<file path="src/source/cpu_isa_pkg.sv">
`default_nettype none

package cpu_isa_pkg;

  localparam int data_width  = 32; // Word and register width
  localparam int regno_width = 4;  // 16 registers
  localparam int imm_width   = 16;

  // Primary opcode, bits 31:26
  typedef enum logic [5:0] {
    op1_alur = 6'b000000, // Register ALU ops, op2 selects
    op1_beq  = 6'b001000,
    op1_blt  = 6'b001001,
    op1_ble  = 6'b001010,
    op1_bne  = 6'b001011,
    op1_jal  = 6'b001100,
    op1_lw   = 6'b010010,
    op1_sw   = 6'b011010,
    op1_addi = 6'b100000,
    op1_andi = 6'b100100,
    op1_ori  = 6'b100101,
    op1_xori = 6'b100110
  } op1_t;

  // Secondary opcode for op1_alur
  typedef enum logic [7:0] {
    op2_eq   = 8'b00001000, // Compares give 0 or 1
    op2_lt   = 8'b00001001,
    op2_le   = 8'b00001010,
    op2_ne   = 8'b00001011,
    op2_add  = 8'b00100000,
    op2_and  = 8'b00100100,
    op2_or   = 8'b00100101,
    op2_xor  = 8'b00100110,
    op2_sub  = 8'b00101000,
    op2_nand = 8'b00101100,
    op2_nor  = 8'b00101101,
    op2_nxor = 8'b00101110,
    op2_rshf = 8'b00110000, // Arithmetic
    op2_lshf = 8'b00110001
  } op2_t;

  typedef struct packed {
    op1_t                   op1;
    op2_t                   op2;
    logic [5:0]             unused;
    logic [regno_width-1:0] rd;
    logic [regno_width-1:0] rs;
    logic [regno_width-1:0] rt;
  } r_fmt_t;

  // Rt is the destination here, except for branches and SW
  typedef struct packed {
    op1_t                   op1;
    logic [1:0]             unused;
    logic [imm_width-1:0]   imm;
    logic [regno_width-1:0] rs;
    logic [regno_width-1:0] rt;
  } i_fmt_t;

  typedef union packed {
    r_fmt_t r_fmt;
    i_fmt_t i_fmt;
  } inst_word_u;

  localparam logic [data_width-1:0] nop_word = '0; // Decodes as a harmless ALU op

endpackage

`default_nettype wire

</file>
<file path="src/source/soc_map_pkg.sv">
`default_nettype none

package soc_map_pkg;

  localparam logic [cpu_isa_pkg::data_width-1:0] start_pc  = 32'h100;
  localparam logic [cpu_isa_pkg::data_width-1:0] inst_size = 32'd4;

  localparam int imem_words = 16384; // 16-bit byte address space
  localparam int dmem_words = 16384;

  // I/O window, upper bound exclusive
  localparam logic [cpu_isa_pkg::data_width-1:0] io_base   = 32'hfffff000;
  localparam logic [cpu_isa_pkg::data_width-1:0] io_limit  = 32'hfffff120;
  localparam logic [cpu_isa_pkg::data_width-1:0] addr_hex  = 32'hfffff000;
  localparam logic [cpu_isa_pkg::data_width-1:0] addr_ledr = 32'hfffff020;

  localparam int hex_width  = 24;
  localparam int ledr_width = 10;
  localparam logic [hex_width-1:0] hex_reset = 24'hfedead;

  typedef struct packed {
    logic                                  strobe;
    logic [$clog2(imem_words)-1:0]         addr;   // Word index
    logic [cpu_isa_pkg::data_width-1:0]    data;
  } prog_wr_t;

  typedef struct packed {
    logic                                  strobe;
    logic [cpu_isa_pkg::data_width-1:0]    addr;
    logic [cpu_isa_pkg::data_width-1:0]    data;
  } io_wr_t;

  typedef struct packed {
    logic                                  taken;
    logic [cpu_isa_pkg::data_width-1:0]    target;
  } redirect_t;

  typedef struct packed {
    logic                                  valid;
    logic [cpu_isa_pkg::data_width-1:0]    pc_plus;
    cpu_isa_pkg::op1_t                     op1;
    cpu_isa_pkg::op2_t                     op2;
    logic [cpu_isa_pkg::data_width-1:0]    rs_val;
    logic [cpu_isa_pkg::data_width-1:0]    rt_val;
    logic [cpu_isa_pkg::data_width-1:0]    imm;    // Sign-extended
    logic [cpu_isa_pkg::regno_width-1:0]   wregno;
    logic                                  wr;
    logic                                  br;
    logic                                  jal;
    logic                                  ld;
    logic                                  st;
  } dec_ex_t;

  typedef struct packed {
    logic                                  valid;
    logic [cpu_isa_pkg::data_width-1:0]    result; // ALU value, address or link
    logic [cpu_isa_pkg::data_width-1:0]    st_data;
    logic [cpu_isa_pkg::regno_width-1:0]   wregno;
    logic                                  wr;
    logic                                  ld;
    logic                                  st;
  } ex_mem_t;

  typedef struct packed {
    logic                                  wr;
    logic [cpu_isa_pkg::regno_width-1:0]   wregno;
    logic [cpu_isa_pkg::data_width-1:0]    value;
  } mem_wb_t;

endpackage

`default_nettype wire

</file>
<file path="src/source/execute_stage.sv">
`timescale 1ns/1ns
`default_nettype none

module execute_stage (
  input  logic                                clk,
  input  logic                                reset,
  input  soc_map_pkg::dec_ex_t                dec,
  output soc_map_pkg::redirect_t              redirect,
  output soc_map_pkg::ex_mem_t                ex,
  output logic [cpu_isa_pkg::regno_width-1:0] ex_wregno,
  output logic                                ex_wr
);

  import cpu_isa_pkg::*;
  import soc_map_pkg::*;

  logic signed [data_width-1:0] a;      // rs
  logic signed [data_width-1:0] b;      // rt
  logic        [data_width-1:0] alu;
  logic        [data_width-1:0] offset; // Branch displacement in bytes
  logic                         br_cond;

  assign a      = dec.rs_val;
  assign b      = dec.rt_val;
  assign offset = dec.imm << 2;

  always_comb
  begin
    alu = '0;
    if (dec.op1 == op1_alur)
    begin
      case (dec.op2)
        op2_eq   : alu = data_width'(a == b);
        op2_lt   : alu = data_width'(a < b);  // Signed
        op2_le   : alu = data_width'(a <= b);
        op2_ne   : alu = data_width'(a != b);
        op2_add  : alu = a + b;
        op2_and  : alu = a & b;
        op2_or   : alu = a | b;
        op2_xor  : alu = a ^ b;
        op2_sub  : alu = a - b;
        op2_nand : alu = ~(a & b);
        op2_nor  : alu = ~(a | b);
        op2_nxor : alu = ~(a ^ b);
        op2_rshf : alu = a >>> b;             // Keeps the sign
        op2_lshf : alu = a << b;
        default  : alu = '0;
      endcase
    end
    else
    begin
      case (dec.op1)
        op1_addi, op1_lw, op1_sw : alu = a + dec.imm; // Also the memory address
        op1_andi : alu = a & dec.imm;
        op1_ori  : alu = a | dec.imm;
        op1_xori : alu = a ^ dec.imm;
        default  : alu = '0;
      endcase
    end
  end

  // Branch compares are signed
  always_comb
  begin
    case (dec.op1)
      op1_beq : br_cond = (a == b);
      op1_blt : br_cond = (a < b);
      op1_ble : br_cond = (a <= b);
      op1_bne : br_cond = (a != b);
      default : br_cond = 1'b0;
    endcase
  end

  always_comb
  begin
    redirect.taken  = dec.valid && (dec.jal || (dec.br && br_cond));
    redirect.target = dec.jal ? dec.rs_val + offset : dec.pc_plus + offset;
  end

  // Destination of the instruction now in execute
  assign ex_wregno = dec.wregno;
  assign ex_wr     = dec.valid && dec.wr;

  // Execute-to-memory register
  always_ff @(posedge clk or posedge reset)
  begin
    if (reset)
      ex <= '0;
    else
    begin
      ex.valid   <= dec.valid;
      ex.result  <= dec.jal ? dec.pc_plus : alu; // JAL links into rt
      ex.st_data <= dec.rt_val;
      ex.wregno  <= dec.wregno;
      ex.wr      <= dec.wr;
      ex.ld      <= dec.ld;
      ex.st      <= dec.st;
    end
  end

endmodule

`default_nettype wire

</file>
<file path="config.mk">
export PLATFORM = sky130hd
export DESIGN_NAME = execute_stage
export DESIGN_NICKNAME = d
export VERILOG_FILES = /design/src/source/cpu_isa_pkg.sv /design/src/source/soc_map_pkg.sv /design/src/source/execute_stage.sv
export SDC_FILE = /design/constraint.sdc
export NUM_CORES = 1
export LEC_CHECK = 0
export BUFFER_PORTS_ARGS = -buffer_cell sky130_fd_sc_hd__buf_2
export CAP_MARGIN = 20
export CORE_MARGIN = 1.5
export CORE_UTILIZATION = 48
export DETAILED_ROUTE_END_ITERATION = 10
export PLACE_DENSITY = 0.65
export SYNTH_ARGS = -nofsm -noshare
export SYNTH_HDL_FRONTEND = slang
export SYNTH_SLANG_ARGS = --single-unit
</file>
<file path="constraint.sdc">
create_clock -name clk -period 4.4 [get_ports clk]
set_input_delay 0 -clock clk [delete_from_list [all_inputs] [get_ports clk]]
set_output_delay 0 -clock clk [all_outputs]
set_load 0.01 [all_outputs]
</file>
==> metrics.txt <==
register area share after synthesis 10.8%; Sw Pwr 1.77 mW; # clock sinks 72; Total Routing Usage GR 44.4%; Avg Vias per Cell 6.74; hold depth 5; Tcrit/Tclk final 95.6%; Die ar. 36000 um^2; DRT Pass-1 Iters 6; Slew HR 32.6%; WL per Instance 27.0 um; synth warn 0; f_max 238 MHz; FILL cells 3314; Core ar. 34400 um^2; setup TNS 0 ns; # diodes 0; RSZ-0062 raised after global routing no; max-cap violations 0; Comb power frac 58.7%; Mapped Nets 2654; Power Internal 2.00 mW; Layout area overhead 17.1%; #FFs+latches synth 72; Post-route DRC 0; Die Y-Extent 190 um; Req. time, crit path 4.40 ns; Placer Congestion 1.02; TritonCTS Buffers 9; DRT iter0 DRCs 2837; Synth cell types 99; max reg flops 72; Detailed Route WL 82.2 mm; clk slew on worst S/H paths 0.07 ns; pin count of the biggest net entering global routing 75; Hold Vio Cnt, Final 0; H-tree Lvls 3; EDFF count, synth 0; CP max FO 29; clk buf depth 2; Async SR Flop Fraction 100%; setup violators final 0; pwr dens 193 nW/um^2; power share of the clock group 22.3%; via count 20500; first-pass GRT wire length 119 mm; Largest Register ex; vias in the first global route 19000; Post-Syn Instances 2307; Starting Density 48.6%; CP endpoint kind output pin; final hold slack 0.0226 ns; slack of the critical path 0.195 ns; Final #Nets 2928; post-route design area 19600 um^2; Worst Hold Class in -> reg; grt total ovfl 0; synthesized area 16700 um^2; Slew Limit Fails 0; I/O Buffers 263; Post-Place Cell Area 18600 um^2; sequential share of power 19.0%; WS Path Type in -> out; Sw Ratio 46.9%; row cnt 68; largest registers ex x72; status finished clean; most used flip-flop cell after synthesis dfrtp_1; die width 190 um; Max stage delay on crit path 0.55 ns; share of cells above drive strength 1 18.5%; Routed Antenna Nets 0; Ports 264; Placement Setup Slack 0.572 ns; Syn Area/Cell 7.25 um^2; Leak 8.83 nW; crit path cell chain dlygate4sd3_1 -> buf_6 -> ha_1 -> inv_1 -> fa_1 -> nor2b_1 -> o21ai_2 -> a31oi_1 -> o311ai_2 -> a21oi_2 -> o31ai_2 -> o21a_1 -> mux2_2 -> o21ai_0 -> a31oi_1 -> buf_2; min cycle time layout 4.21 ns; crit path max-delay cell type dlygate4sd3_1; dpl hpwl 62.6 mm; Worst Setup Start Kind input port; CTS tree done; clk root buf clkbuf_16; Peak VDD IR 201 uV; initial antenna violation count 5; Worst Tran Pin Value 1.01 ns; most frequent cell on the critical path a31oi_1; Critical Path AT 4.21 ns
[critical path: cells and delay by family]
family	cells	cell delay, ns
AO/OA/AOI/OAI	8	2.05
multiplexers	1	0.25
buffers and inverters	4	1.08
AND/OR/NAND/NOR	1	0.16
adder cells (fa/ha/maj)	2	0.64
[cell usage in the layout, fill, tap and decap left out, types with 25 or more instances in the layout]
cell and count:
nand3_1 43, xnor2_1 55, o21ai_0 179, mux4_2 41
nor2_1 226, a21o_1 39, buf_4 101, a21oi_1 243
nand2_1 193, a211oi_1 50, nor3_1 46, dlygate4sd3_1 64
nor4_1 25, inv_1 155, o22ai_1 32, o211ai_1 30
a31oi_1 30, mux2_2 27, ha_1 189, mux2i_1 69
dfrtp_1 72, buf_2 261, a221oi_1 33
[power by group through the flow]
stage / Clock (mW) / Combinational, mW / Sequential [mW]
6_report: 0.839 / 2.22 / 0.717
3_3_place_gp: 0 / 2.07 / 0.728
3_5_place_dp: 0 / 2.09 / 0.728
2_1_floorplan: 0 / 1.35 / 0.751
5_1_grt: 0.869 / 2.36 / 0.720
4_1_cts: 0.851 / 2.15 / 0.716
[final cells by class]
type	instances	area, um^2	area share [%]
clock inverter	6	67.6	0.345
timing repair buffer	428	2740	14.0
multi-input combinational	1909	13500	69.2
clock buffer	10	239	1.22
inverter	161	606	3.09
sequential	72	1800	9.21
tap	455	569	2.91
[kinds of logic after synthesis]
group	after synthesis	synth area share, %
DFF	72	10.8
xor gates and xnor gates	77	4.03
buffers and inverters	326	8.20
adders and majority gates	193	14.6
and+or+nand+nor	645	17.6
muxes	137	11.5
AOI/OAI and AO/OA	857	33.3
[cell usage after synthesis, types with 19 or more instances]
library cell / n / area share [%]
o21ai_0: 179 / 5.4
ha_1: 189 / 14
a21o_1: 39 / 1.8
nor2b_1: 22 / 0.82
o211ai_1: 30 / 1.3
a22oi_1: 21 / 0.94
o22ai_1: 32 / 1.2
nand2b_1: 19 / 0.71
nand3_1: 43 / 1.3
mux2_2: 27 / 1.8
a31oi_1: 30 / 1.1
o31ai_1: 21 / 0.94
nor3_1: 47 / 1.4
inv_1: 156 / 3.5
xor2_1: 22 / 1.2
a211oi_1: 50 / 2.2
dfrtp_1: 72 / 11
buf_2: 30 / 0.90
clkbuf_1: 97 / 2.2
xnor2_1: 55 / 2.9
nand2_1: 193 / 4.3
mux4_2: 41 / 5.5
nor4_1: 25 / 0.94
mux2i_1: 69 / 4.1
nor2_1: 226 / 5.1
a221oi_1: 33 / 1.7
a21oi_1: 243 / 7.3
[through the flow]
stage          power (mW)  util [%]  std cells
2_1_floorplan        2.10         -       2307
3_3_place_gp         2.80      54.2       2961
3_5_place_dp         2.82      54.2       2961
4_1_cts              3.71      56.9       3041
5_1_grt              3.95      56.9       3041
6_report             3.77      56.9       3041
[worst paths after layout]
check                         start          endpoint
max                         dec[41]      redirect[32]
min in group asynchronous     reset   ex[5]$_DFF_PP0_
max in group asynchronous     reset  ex[13]$_DFF_PP0_
min                        dec[120]  ex[40]$_DFF_PP0_
[routing by layer]
layer  wire length, um  GRT usage [%]  vias to the layer above  share of wire (%)
li1                  -              -                     9108                  -
met1             32600           58.6                     9679                 40
met2             34700           66.5                     1482                 42
met3             11000           13.0                      234                 13
met4              3800           20.4                        8                4.6
met5                83              0                        -               0.10
[what timing repair did]
| action | 4_1_cts | 5_1_grt |
|---|---|---|
| resized for setup | 0 | 1 |
| endpoints found under the setup margin | 0 | 1 |
| buffers inserted | 0 | 0 |
| hold endpoints to repair | 88 | 0 |
| hold buffers | 64 | 0 |
Note: power is estimated with default switching activity, not from simulation.
